<file path="src/hw/mem_map_pkg.sv">
// Single fixed size with 1 MB SRAM at zero, DDR from 2 GB up, and anything between decodes as unmapped
package mem_map_pkg;

    localparam int ADDR_W      = 32;
    localparam int DATA_W      = 64;
    localparam int INST_W      = 32;
    localparam int BE_W        = DATA_W / 8;
    localparam int BURST_BEATS = 4;
    localparam int BURST_LEN_W = 2;

    localparam logic [ADDR_W-1:0] SRAM_BASE = 32'h0000_0000;
    localparam logic [ADDR_W-1:0] SRAM_SIZE = 32'h0010_0000;
    localparam logic [ADDR_W-1:0] DDR_BASE  = 32'h8000_0000;

    typedef enum logic [1:0] {
        REGION_SRAM,
        REGION_DDR,
        REGION_NONE
    } region_e;

    // Same address word seen by the decoder and by the DDR line buffer
    typedef union packed {
        // 1 MB granules for the region check
        struct packed {
            logic [11:0] region;
            logic [16:0] word;
            logic [2:0]  byte_off;
        } sram;
        // Four 64-bit words per DDR line
        struct packed {
            logic [26:0] tag;
            logic [1:0]  word;
            logic [2:0]  byte_off;
        } ddr;
    } addr_view_u;

endpackage

</file>
<file path="src/hw/bus_pkg.sv">
// Transaction bundles at the fixed widths of mem_map_pkg; the bus keeps only one request in flight
package bus_pkg;

    // Request latched by the bus and handed to exactly one target
    typedef struct packed {
        logic [mem_map_pkg::ADDR_W-1:0] addr;
        logic                           we;
        logic [mem_map_pkg::DATA_W-1:0] wdata;
        logic [mem_map_pkg::BE_W-1:0]   be;
        logic                           is_inst;
    } cpu_req_t;

    // DDR request, qualified by mem_req_valid
    typedef struct packed {
        logic [mem_map_pkg::ADDR_W-1:0]      addr;
        logic                                we;
        logic [mem_map_pkg::DATA_W-1:0]      wdata;
        logic [mem_map_pkg::BE_W-1:0]        be;
        // Beats minus one
        logic [mem_map_pkg::BURST_LEN_W-1:0] burst_len;
    } mem_req_t;

    // SRAM strobes, held until sram_ready
    typedef struct packed {
        logic [mem_map_pkg::ADDR_W-1:0] addr;
        logic [mem_map_pkg::DATA_W-1:0] wdata;
        logic [mem_map_pkg::BE_W-1:0]   be;
        logic                           we;
        logic                           re;
    } sram_req_t;

endpackage

</file>
<file path="src/hw/sram_port.sv">
// Strobes drive from the start cycle and hold until sram_ready; read data is sampled with ready
`timescale 1ns/1ps

module sram_port (
    input  logic                           clk,
    input  logic                           rst_n,
    input  logic                           start,
    input  bus_pkg::cpu_req_t              req,
    output logic                           done,
    output logic [mem_map_pkg::DATA_W-1:0] rdata,
    output bus_pkg::sram_req_t             sram_req,
    input  logic [mem_map_pkg::DATA_W-1:0] sram_rdata,
    input  logic                           sram_ready
);

    logic              active;
    logic              strobe;
    bus_pkg::cpu_req_t held;
    bus_pkg::cpu_req_t src;

    assign strobe = start || active;
    assign src    = start ? req : held;

    always_comb begin
        sram_req.addr  = src.addr;
        sram_req.wdata = src.wdata;
        sram_req.be    = src.be;
        sram_req.we    = strobe && src.we;
        sram_req.re    = strobe && !src.we;
    end

    // Waiting on a stalled SRAM
    always_ff @(posedge clk or negedge rst_n) begin
        if (!rst_n) begin
            active <= 1'b0;
            done   <= 1'b0;
        end else begin
            active <= strobe && !sram_ready;
            done   <= strobe && sram_ready;
        end
    end

    always_ff @(posedge clk) begin
        if (start) begin
            held <= req;
        end
        if (strobe && sram_ready) begin
            rdata <= sram_rdata;
        end
    end

    // Strobe and request stay put until the SRAM takes them
    a_hold: assert property (@(posedge clk) disable iff (!rst_n)
        strobe && !sram_ready |=> strobe && $stable(sram_req));

endmodule

</file>
<file path="src/hw/memory_burst_buffer.sv">
// One buffered DDR line of four beats; reads fill by whole line, writes pass through as single beats
`timescale 1ns/1ps

module memory_burst_buffer (
    input  logic                           clk,
    input  logic                           rst_n,
    input  logic                           start,
    input  bus_pkg::cpu_req_t              req,
    output logic                           done,
    output logic [mem_map_pkg::DATA_W-1:0] rdata,
    output logic                           mem_req_valid,
    input  logic                           mem_req_ready,
    output bus_pkg::mem_req_t              mem_req,
    input  logic                           mem_resp_valid,
    output logic                           mem_resp_ready,
    input  logic [mem_map_pkg::DATA_W-1:0] mem_resp_rdata
);

    logic [mem_map_pkg::DATA_W-1:0]            line_data [mem_map_pkg::BURST_BEATS];
    logic [mem_map_pkg::ADDR_W-6:0]            line_tag;
    logic                                      line_valid;
    logic [$clog2(mem_map_pkg::BURST_BEATS)-1:0] beat_cnt;
    logic [$clog2(mem_map_pkg::BURST_BEATS)-1:0] word_q;
    logic                                      fill_active;
    logic                                      hit;
    logic                                      req_fire;
    logic                                      beat_fire;
    logic                                      last_beat;
    mem_map_pkg::addr_view_u                   req_view;
    mem_map_pkg::addr_view_u                   line_addr;

    assign req_view  = req.addr;
    assign hit       = line_valid && (line_tag == req_view.ddr.tag);
    assign req_fire  = mem_req_valid && mem_req_ready;
    assign beat_fire = mem_resp_valid && mem_resp_ready;
    // Last beat of the line
    assign last_beat = beat_fire && (beat_cnt == '1);

    assign mem_resp_ready = fill_active;

    // Bursts always start at word 0 of the line
    always_comb begin
        line_addr              = req_view;
        line_addr.ddr.word     = '0;
        line_addr.ddr.byte_off = '0;
    end

    always_ff @(posedge clk or negedge rst_n) begin
        if (!rst_n) begin
            mem_req_valid <= 1'b0;
            fill_active   <= 1'b0;
            beat_cnt      <= '0;
            line_valid    <= 1'b0;
            done          <= 1'b0;
        end else begin
            done <= 1'b0;
            if (start) begin
                if (req.we) begin
                    mem_req_valid <= 1'b1;
                end else if (hit) begin
                    done <= 1'b1;
                end else begin
                    // Old line is lost once the refill starts
                    mem_req_valid <= 1'b1;
                    line_valid    <= 1'b0;
                end
            end
            if (req_fire) begin
                mem_req_valid <= 1'b0;
                if (mem_req.we) begin
                    done <= 1'b1;
                end else begin
                    fill_active <= 1'b1;
                    beat_cnt    <= '0;
                end
            end
            if (beat_fire) begin
                beat_cnt <= beat_cnt + 1'b1;
                if (last_beat) begin
                    fill_active <= 1'b0;
                    line_valid  <= 1'b1;
                    done        <= 1'b1;
                end
            end
        end
    end

    always_ff @(posedge clk) begin
        if (start) begin
            word_q <= req_view.ddr.word;
            if (req.we) begin
                mem_req.addr      <= req.addr;
                mem_req.we        <= 1'b1;
                mem_req.wdata     <= req.wdata;
                mem_req.be        <= req.be;
                mem_req.burst_len <= '0;
                // Keep the buffered copy coherent
                if (hit) begin
                    for (int b = 0; b < mem_map_pkg::BE_W; b++) begin
                        if (req.be[b]) begin
                            line_data[req_view.ddr.word][8*b +: 8] <= req.wdata[8*b +: 8];
                        end
                    end
                end
            end else if (hit) begin
                rdata <= line_data[req_view.ddr.word];
            end else begin
                line_tag          <= req_view.ddr.tag;
                mem_req.addr      <= line_addr;
                mem_req.we        <= 1'b0;
                mem_req.wdata     <= '0;
                mem_req.be        <= '1;
                // Full line, beats minus one
                mem_req.burst_len <= '1;
            end
        end
        if (beat_fire) begin
            line_data[beat_cnt] <= mem_resp_rdata;
            if (beat_cnt == word_q) begin
                rdata <= mem_resp_rdata;
            end
        end
    end

    a_req_stable: assert property (@(posedge clk) disable iff (!rst_n)
        mem_req_valid && !mem_req_ready |=> mem_req_valid && $stable(mem_req));

endmodule

</file>
<file path="src/hw/memory_bus.sv">
// CPU requests are levels held until a one-cycle ready; data wins over instruction, one at a time
`timescale 1ns/1ps

module memory_bus (
    input  logic                           clk,
    input  logic                           rst_n,
    input  logic [mem_map_pkg::ADDR_W-1:0] imem_addr,
    input  logic                           imem_read,
    output logic [mem_map_pkg::INST_W-1:0] imem_rdata,
    output logic                           imem_ready,
    output logic                           imem_err,
    input  logic [mem_map_pkg::ADDR_W-1:0] dmem_addr,
    input  logic [mem_map_pkg::DATA_W-1:0] dmem_wdata,
    input  logic [mem_map_pkg::BE_W-1:0]   dmem_be,
    input  logic                           dmem_read,
    input  logic                           dmem_write,
    output logic [mem_map_pkg::DATA_W-1:0] dmem_rdata,
    output logic                           dmem_ready,
    output logic                           dmem_err,
    output bus_pkg::sram_req_t             sram_req,
    input  logic [mem_map_pkg::DATA_W-1:0] sram_rdata,
    input  logic                           sram_ready,
    output logic                           mem_req_valid,
    input  logic                           mem_req_ready,
    output bus_pkg::mem_req_t              mem_req,
    input  logic                           mem_resp_valid,
    output logic                           mem_resp_ready,
    input  logic [mem_map_pkg::DATA_W-1:0] mem_resp_rdata
);

    logic                           dmem_pick;
    logic                           imem_pick;
    logic                           accept;
    logic                           busy;
    logic                           start_q;
    logic                           none_done;
    logic                           sram_start;
    logic                           ddr_start;
    logic                           sram_done;
    logic                           ddr_done;
    logic                           resp_done;
    logic [mem_map_pkg::DATA_W-1:0] sram_port_rdata;
    logic [mem_map_pkg::DATA_W-1:0] ddr_rdata;
    logic [mem_map_pkg::DATA_W-1:0] resp_data;
    bus_pkg::cpu_req_t              next_req;
    bus_pkg::cpu_req_t              req_q;
    mem_map_pkg::addr_view_u        req_view;
    mem_map_pkg::addr_view_u        sram_lo;
    mem_map_pkg::addr_view_u        sram_hi;
    mem_map_pkg::addr_view_u        ddr_lo;
    mem_map_pkg::region_e           region;

    // Data port always first
    always_comb begin
        dmem_pick = dmem_read || dmem_write;
        imem_pick = imem_read && !dmem_pick;
        next_req  = '0;
        if (dmem_pick) begin
            next_req.addr  = dmem_addr;
            next_req.we    = dmem_write;
            next_req.wdata = dmem_wdata;
            next_req.be    = dmem_be;
        end else begin
            next_req.addr    = imem_addr;
            next_req.be      = '1;
            next_req.is_inst = 1'b1;
        end
    end

    assign accept = !busy && (dmem_pick || imem_pick);

    // Map boundaries in 1 MB granules
    assign sram_lo  = mem_map_pkg::SRAM_BASE;
    assign sram_hi  = mem_map_pkg::SRAM_BASE + mem_map_pkg::SRAM_SIZE;
    assign ddr_lo   = mem_map_pkg::DDR_BASE;
    assign req_view = req_q.addr;

    always_comb begin
        if (req_view.sram.region >= sram_lo.sram.region &&
            req_view.sram.region < sram_hi.sram.region) begin
            region = mem_map_pkg::REGION_SRAM;
        end else if (req_view.sram.region >= ddr_lo.sram.region) begin
            region = mem_map_pkg::REGION_DDR;
        end else begin
            region = mem_map_pkg::REGION_NONE;
        end
    end

    assign sram_start = start_q && (region == mem_map_pkg::REGION_SRAM);
    assign ddr_start  = start_q && (region == mem_map_pkg::REGION_DDR);

    // Busy from latch until the ready pulse has gone out
    always_ff @(posedge clk or negedge rst_n) begin
        if (!rst_n) begin
            busy      <= 1'b0;
            start_q   <= 1'b0;
            none_done <= 1'b0;
        end else begin
            start_q   <= accept;
            none_done <= start_q && (region == mem_map_pkg::REGION_NONE);
            if (accept) begin
                busy <= 1'b1;
            end else if (imem_ready || dmem_ready) begin
                busy <= 1'b0;
            end
        end
    end

    always_ff @(posedge clk) begin
        if (accept) begin
            req_q <= next_req;
        end
    end

    // Unmapped accesses answer with zero data
    assign resp_done = sram_done || ddr_done || none_done;
    assign resp_data = sram_done ? sram_port_rdata : (ddr_done ? ddr_rdata : '0);

    always_ff @(posedge clk or negedge rst_n) begin
        if (!rst_n) begin
            imem_ready <= 1'b0;
            dmem_ready <= 1'b0;
            imem_err   <= 1'b0;
            dmem_err   <= 1'b0;
        end else begin
            imem_ready <= resp_done && req_q.is_inst;
            dmem_ready <= resp_done && !req_q.is_inst;
            imem_err   <= none_done && req_q.is_inst;
            dmem_err   <= none_done && !req_q.is_inst;
        end
    end

    always_ff @(posedge clk) begin
        if (resp_done && req_q.is_inst) begin
            // Address bit 2 picks the upper instruction
            imem_rdata <= req_view.sram.byte_off[2] ? resp_data[63:32] : resp_data[31:0];
        end
        if (resp_done && !req_q.is_inst) begin
            dmem_rdata <= resp_data;
        end
    end

    sram_port u_sram_port (
        .clk        (clk),
        .rst_n      (rst_n),
        .start      (sram_start),
        .req        (req_q),
        .done       (sram_done),
        .rdata      (sram_port_rdata),
        .sram_req   (sram_req),
        .sram_rdata (sram_rdata),
        .sram_ready (sram_ready)
    );

    memory_burst_buffer u_burst_buffer (
        .clk            (clk),
        .rst_n          (rst_n),
        .start          (ddr_start),
        .req            (req_q),
        .done           (ddr_done),
        .rdata          (ddr_rdata),
        .mem_req_valid  (mem_req_valid),
        .mem_req_ready  (mem_req_ready),
        .mem_req        (mem_req),
        .mem_resp_valid (mem_resp_valid),
        .mem_resp_ready (mem_resp_ready),
        .mem_resp_rdata (mem_resp_rdata)
    );

    // At most one target answers per request
    a_one_done: assert property (@(posedge clk) disable iff (!rst_n)
        $onehot0({sram_done, ddr_done, none_done}));

endmodule

</file>
<file path="config.mk">
export PLATFORM = sky130hd
export DESIGN_NAME = memory_bus
export DESIGN_NICKNAME = d
export VERILOG_FILES = /design/src/hw/mem_map_pkg.sv /design/src/hw/bus_pkg.sv /design/src/hw/sram_port.sv /design/src/hw/memory_burst_buffer.sv /design/src/hw/memory_bus.sv
export SDC_FILE = /design/constraint.sdc
export NUM_CORES = 1
export LEC_CHECK = 0
export BUFFER_PORTS_ARGS = -buffer_cell sky130_fd_sc_hd__buf_4
export CORE_ASPECT_RATIO = 1.4
export CORE_UTILIZATION = 35
export DETAILED_ROUTE_END_ITERATION = 12
export PLACE_DENSITY = 0.52
export SLEW_MARGIN = 40
export SYNTH_ARGS = -nofsm -noshare
export SYNTH_HDL_FRONTEND = slang
export SYNTH_SLANG_ARGS = --single-unit
</file>
<file path="constraint.sdc">
create_clock -name clk -period 14.9 [get_ports clk]
set_input_delay 1.49 -clock clk [delete_from_list [all_inputs] [get_ports clk]]
set_output_delay 1.49 -clock clk [all_outputs]
set_load 0.01 [all_outputs]
</file>
After elaboration in Yosys (flattened, before gate mapping)
Memory sizes are Yosys's and may differ from the RTL's. A register that Yosys moved wholly into a read port is not among the register bits.
Cells that the tools add are included.
Widths: inputs -> output; s select.
Word-level totals
  register bits: 587
  bits in writable memories: 256
  bits of input ports: 272
  output and inout bits: 315
  logic and storage cells: 170
  memories kept: 1
Cells by class
  add/sub/neg operators: 1
  order comparisons: 3
  equal/unequal tests: 8
  mux-type cells: 83
  bitwise logic cells: 2
  reductions and logical operators: 37
Memories
  u_burst_buffer.line_data: depth 4, bits a word 64, rd ports 1, clocked after memory_dff 1, wr ports 2, RTL line memory_burst_buffer.sv:19  | logic [mem_map_pkg::DATA_W-1:0] line_data [mem_map_pkg::BURST_BEATS];
Operators by type and width (count)
  $mux 64: 7
  $mux 107: 2
  $mux 106: 1
  $mux 1: 65
  $mux 32: 2
  $eq 27x27->1: 1
  $logic_and 1x1->1: 18
  $ge 12x1->1 const B: 1
  $ge 12x12->1 const B: 1
  $lt 12x1->1 const B: 1
  $mux 2: 6
  $logic_or 1x1->1: 6
  $reduce_and 2->1: 3
  $reduce_bool 2->1: 3
  $logic_not 1->1: 5
  $eq 2x2->1 const B: 2
  $ne 2x2->1 const B: 2
  $ne 3x3->1 const B: 1
  $reduce_and 3->1: 1
  $add 2x1->2 const B: 1
  $eq 2x1->1 const B: 1
  $eq 2x2->1: 1
  $logic_not 2->1: 1
  $not 1->1: 2

Longest topological paths before layout
Gate-level depths: netlist of the first run.
  word-level depth: 10
  depth in mapped cells: 10
  gate-level depth less buffers: 6

Hierarchy
A second synthesis of the first run with hierarchy kept.
Second synthesis, totals
  cells, all modules: 2281
  area, all modules: 35972.0 µm²
By module, submodules not included
  memory_burst_buffer: instances 1, cells each 1347, area an instance 20681.1 µm², sequential area each 13172.6 µm²
  memory_bus: instances 1, cells each 532, area an instance 9082.5 µm², sequential area each 6241.0 µm²
  sram_port: instances 1, cells each 402, area an instance 6208.5 µm², sequential area each 4073.9 µm²

Worst setup path after synthesis of the first run
No wires, ideal clock.
  kind: input -> register
  start point: input port dmem_write
  end point: register (tool-made name)
  setup time: 0.085 ns
  arrival: 7.703 ns
  required time: 14.815 ns
  setup slack: 7.112 ns
  stages on the path: 3
  path buffers: 0
  cells stage by stage: nor2_1 -> a21oi_1 -> mux2_2
RTL lines
  from (decl): RTL line memory_bus.sv:16  | input logic dmem_write,

==> reports/metrics.csv, run 1 <==
metric;value;unit
outcome;completed;
ir_drop;0.101;mV
setup_violations;0;
wl_per_cell;27.1;µm
synth_cell_type_count;43;
placeableCoreArea;99800;µm²
fin_nets;3099;
num_vias;21200;
r2r_cells;8;
grt_pass1_wl;161000;µm
cts_tree;built;
grt_overflow;0;
hp-class;reg2reg;
slew-limit-headroom;41.4;%
cts_made_buffers;89;
drtAntennaViolNets;0;
rsz0062_at_grt;no;
register_area;23500;µm²
synth_top_area_share;55.9;%
ys_seq_area_share;66.7;%
drv_slew;0;
synth_flop_cell;edfxtp_1;
multiInputGateArea;10500;µm²
fill_cells;9130;
cts_hold_buf;0;
final_cell_area;43700;µm²
avgSynthCellArea;15.1;µm²
instances_no_fill;4222;
end_kind;output port;
final_hold_viol_count;0;
io_pins;587;
die_area;102000;µm²
clock_skew;36.7;ps
crit_arrival;3790;ps
power_density;168;nW/µm²
swShare;29.0;%
dp_cells;4052;
drive_above_1_share;46.6;%
route.detailed.drc;0;
combPwrFrac;21.4;%
dpl_cell_area;40600;µm²
synth_edf_count;657;
fmax;189;MHz
synthesis.area;35300;µm²
p_int;5.21;mW
synth_commonest_cells;657 x edfxtp_1, 413 x mux2_2, 216 x nand2_1, 171 x dfxtp_1, 149 x nand3_1;
seq_power_share;46.5;%
grt_usage;22.2;%
ctsResizeCount;0;
drv_cap;0;
first_global_vias;22000;
die_x;270;µm
fin_ws;9620;ps
path_max_fanout;59;
ys_ff_latch;843;
synthArstFlopShare;1.78;%
yosys-top-cells-area;edfxtp_1 56%, mux2_2 13%, dfxtp_1 9.7%;
clkSinkCount;843;
rrSetupSlack;10780;ps
synth_nets;2616;
hold_depth;1;
clk_latency;690;ps
grt_max_degree;82;
p_switching;2.13;mW
drtPass1Iterations;5;
drt-total-wl;115000;µm
num_rows;137;
place_ws;10300;ps
start_util;35.3;%
via_per_inst;5.03;
gp_congestion;0.812;
synth_warnings;0;
root_buffer;clkbuf_16;
clkPwrFrac;32.1;%
port_buffers;586;
cts_max_path_buffers;3;
period_share;35.5;%
antenna_found_initial;26;
synthToLayoutAreaGrowth;23.9;%
worst_pin_slew;873;ps
cts.clk_slew.worst_paths;60;ps
synth_most_common_cell;edfxtp_1;
setup_tns;0;ps
power_leakage;16.5;nW
synthCells;2340;
cts_setup_buffers;0;
fp.dieH;378;µm
worstPathRequired;13410;ps
hpwlAfterDp;78500;µm
cts_max_level;3;
drt-initial-drc-count;1476;
crit_type;reg2out;
period_minus_slack;5280;ps
synth_largest_area_cell;edfxtp_1;
start_kind;register;
==> worst max-delay path, cell delays in order (launching register included) <==
cell,delay [ps]
edfxtp_1,440
nor4_1,370
nand2_1,110
nor4_1,420
nand3b_1,520
buf_6,410
buf_16,240
mux2_2,350
buf_4,150
==> cells in the final DEF (no fill, tap or decap), drive strengths merged, types with 5 or more instances in the layout <==
cell type    n
clkbuf     124
nor4         7
or2          9
edfxtp     657
xnor2       10
bufinv      10
and2        83
buf        638
nand2      216
nand2b      19
nand3      198
mux2       413
nor2         7
nor2b       69
xor2        12
inv         17
clkinv      23
o21ai      103
clkinvlp     5
dfxtp      171
mux4        64
dfrtp       15
==> area by class of cell <==
type | count | area share, %
Sequential cell | 843 | 53.9
Multi-Input combinational cell | 1238 | 24.0
Timing Repair Buffer | 638 | 11.1
Clock buffer | 124 | 5.92
Tap cell | 1320 | 3.78
Clock inverter | 42 | 1.11
Inverter | 13 | 0.112
Antenna cell | 4 | 0.0229
==> worst paths after layout <==
check / startpoint / endpoint
min in group asynchronous: rst_n / u_sram_port.active
hold reg to reg: u_sram_port.held[96] / u_sram_port.held[96]
setup reg to reg: req_view[25] / u_sram_port.rdata[30]
max in group asynchronous: rst_n / u_burst_buffer.done
hold / removal: u_sram_port.held[96] / u_sram_port.held[96]
setup / recovery: req_view[25] / sram_req[20]
==> routing by layer <==
metal | part of all wire, % | vias up | global-route usage [%]
met4 | 2.2 | 30 | 6.51
met5 | 0.16 | - | 0
met3 | 9.1 | 152 | 7.35
li1 | - | 9523 | -
met2 | 49 | 805 | 37.3
met1 | 40 | 10700 | 27.1
==> registers in the layout, indices dropped and copies added, names as in the netlist, 2 cells and up, named ones only <==
signal	flops
u_burst_buffer.line_data	256
u_burst_buffer.mem_req	106
u_sram_port.held	105
req_q	74
dmem_rdata	64
u_burst_buffer.rdata	64
u_sram_port.rdata	64
imem_rdata	32
req_view	32
u_burst_buffer.line_tag	27
u_burst_buffer.beat_cnt	2
u_burst_buffer.word_q	2
==> stage by stage <==
step / utilization (%) / hold slack (ps) / total power [mW]
3_3_place_gp: 40.5 / 443 / 5.01
2_1_floorplan: - / 424 / 4.30
4_1_cts: 43.8 / 460 / 7.44
5_1_grt: 43.8 / 471 / 7.64
6_report: 43.8 / 457 / 7.33
3_5_place_dp: 40.7 / 443 / 5.07
==> power by group through the flow <==
| stage | Combinational, mW | Sequential [mW] | Clock [mW] |
|---|---|---|---|
| floorplan | 0.917 | 3.39 | 0 |
| global placement | 1.54 | 3.47 | 0 |
| detailed placement | 1.60 | 3.47 | 0 |
| CTS | 1.60 | 3.42 | 2.41 |
| global route | 1.69 | 3.46 | 2.50 |
| finish | 1.57 | 3.41 | 2.36 |
==> kinds of logic (layout without fill, tap and decap cells) <==
group                    Yosys count  after routing  synth area share, %
AO/OA/AOI/OAI                    115            115                 1.72
XOR/XNOR                          22             22                0.546
adder cells (fa/ha/maj)            4              4                0.142
buffers and inverters            259            817                 4.04
flip-flops                       843            843                 66.7
multiplexers                     477            477                 17.3
other                              0              4                    0
AND/OR/NAND/NOR                  620            620                 9.56
No activity file was read; power rests on OpenSTA's default activity.
==> run 2: changes to the inputs <==
PLACE_DENSITY = 0.54   (was 0.52)
clock period = 4.52 ns   (was 14.9 ns; I/O delays follow)
==> run 2 against run 1 <==
Total power increased to 3.2 times the previous value; hold slack got worse by 400 ps; sequential share of layout area decreased by 1.5 points; core utilization increased by 1.3 points; register-to-register slack got worse by 9700 ps; highest routed layer unchanged; largest power group unchanged.
==> reports/metrics.csv, run 2 (synthesized netlist as in run 1, its figures left out) <==
metric;value;unit;change
outcome;completed;;
die_area;102000;µm²;unchanged
clkSinkCount;843;;unchanged
period_share;79.8;%;
end_kind;output port;;
crit_arrival;3150;ps;-640 ps
cts_tree;built;;
drt-initial-drc-count;1589;;+7.7%
slew-limit-headroom;31.0;%;-10 points
clock_skew;30.2;ps;-6.49 ps
synthToLayoutAreaGrowth;27.5;%;
via_per_inst;4.98;;-0.94%
gp_congestion;0.836;;+3.0%
route.detailed.drc;0;;unchanged
worstReg2RegEnd;u_burst_buffer.line_data[2][58];;
hp-class;in2reg;;
clk_latency;680;ps;about the same
r2r_start;req_view[5];;
antenna_found_initial;20;;-23%
cts_max_level;3;;unchanged
fmax;277;MHz;
power_density;530;nW/µm²;+220%
drt-total-wl;113000;µm;-1.5%
num_rows;137;;unchanged
fin_nets;3243;;+4.6%
worst_pin_slew;1020;ps;+151 ps
grt_usage;21.9;%;-0.33 points
power_leakage;16.9;nW;+2.8%
largest_reg_flops;256;;unchanged
cts_made_buffers;87;;-2.2%
ctsResizeCount;0;;unchanged
setup_tns;0;ps;unchanged
fp.dieH;378;µm;unchanged
grt_max_degree;107;;+30%
drv_slew;0;;unchanged
final_cell_mix;657 x edfxtp_1, 639 x buf_4, 413 x mux2_2, 212 x nand2_1, 169 x dfxtp_1;;
start_kind;register;;
rrSetupSlack;1070;ps;-9710 ps
layout_commonest_cell;edfxtp_1;;
grt_pass1_wl;160000;µm;-0.64%
wl_per_cell;25.8;µm;-4.8%
setup_violations;0;;unchanged
hold_depth;3;;+2
period_minus_slack;3610;ps;
rsz0062_at_grt;no;;
total_power;23.8;mW;+220%
hp-start;mem_resp_rdata[20];;
max_flop_register;u_burst_buffer.line_data;;
min_to;u_burst_buffer.rdata[20];;
grt_overflow;0;;unchanged
placeableCoreArea;99800;µm²;unchanged
worstPathRequired;4070;ps;-9340 ps
ir_drop;0.297;mV;+200%
io_pins;587;;unchanged
path_max_fanout;16;;-73%
start_util;35.3;%;unchanged
drtPass1Iterations;5;;unchanged
cts_max_path_buffers;3;;unchanged
r2r_cells;8;;unchanged
die_x;270;µm;unchanged
drv_cap;0;;unchanged
root_buffer;clkbuf_16;;
port_buffers;586;;unchanged
top_regs;u_burst_buffer.line_data: 256 flops, u_burst_buffer.mem_req: 106 flops, u_sram_port.held: 105 flops;;
num_vias;21800;;+2.5%
first_global_vias;22900;;+4.2%
drtAntennaViolNets;0;;unchanged
drive_above_1_share;44.3;%;-2.4 points
hpwlAfterDp;78300;µm;-0.37%
crit_type;reg2out;;
cts.clk_slew.worst_paths;60;ps;about the same
final_hold_viol_count;0;;unchanged
run 2: cell types whose count changed in the layout (fill, tap and decap cells not counted), moves of 9 or more:
cell           delta
buf_12           +13
buf_4            +12
clkbuf_1          +9
dlygate4sd3_1   +125
o21ai_1          +14
o21ai_2          -19
run 2: how the worst max path moves through the flow:
stage	startpoint	to	slack, ps	depth (start not counted)
floorplan	req_view[13]	u_burst_buffer.mem_req_valid	80	6
global placement	req_view[5]	u_burst_buffer.line_data[3][58]	1130	8
detailed placement	req_view[5]	u_burst_buffer.line_data[2][33]	1080	8
CTS	req_view[20]	sram_req[1]	750	7
global route	req_view[20]	sram_req[1]	730	7
finish	req_view[20]	sram_req[6]	910	7
run 2: area by class of cell:
cell class,count,area (µm²)
flip-flops and latches,843,23500
repair buffers,784,6440
inverters,13,48.8
clock inverters,43,400
diodes,9,22.5
well taps,1320,1650
clock buffers,120,2380
multi-input cells,1238,10500
fillers,8994,54800
run 2: metal layers:
layer / vias up / global-route usage [%] / part of all wire [%]
li1: 9809 / - / -
met1: 11000 / 26.7 / 40
met2: 807 / 37.5 / 50
met3: 149 / 5.61 / 7.2
met4: 22 / 7.44 / 2.7
met5: - / 0 / 0.12
run 2: per-stage QoR:
step / std cells / worst slack, ps / instance area (µm²) / hold WS, ps / utilization (%)
5_1_grt: 4365 / 732 / 44900 / 51.0 / 45.0
4_1_cts: 4360 / 750 / 44900 / 2.00 / 45.0
6_report: 4370 / 913 / 44900 / 60.2 / 45.1
3_5_place_dp: 4072 / 1080 / 40900 / 343 / 41.0
2_1_floorplan: 2340 / 83.4 / 35300 / 156 / -
3_3_place_gp: 4066 / 1130 / 40700 / 343 / 40.8
run 2: where the power goes:
part / switching [mW] / internal [mW] / total (mW)
registers: 0.998 / 10.2 / 11.2
clock network: 3.10 / 4.05 / 7.15
logic: 2.89 / 2.54 / 5.43
run 2: repair_timing:
action | CTS | global route
endpoints found under the hold margin | 139 | 0
setup buffers | 0 | 0
hold buffers | 125 | 0
run 2: worst max-delay path, cell delays in order, from the launching register on:
cell and delay (ps):
edfxtp_1 450, nor4_1 370, nand2_1 90, nor4_1 380
and3b_1 220, buf_4 380, mux2_2 400, buf_4 140
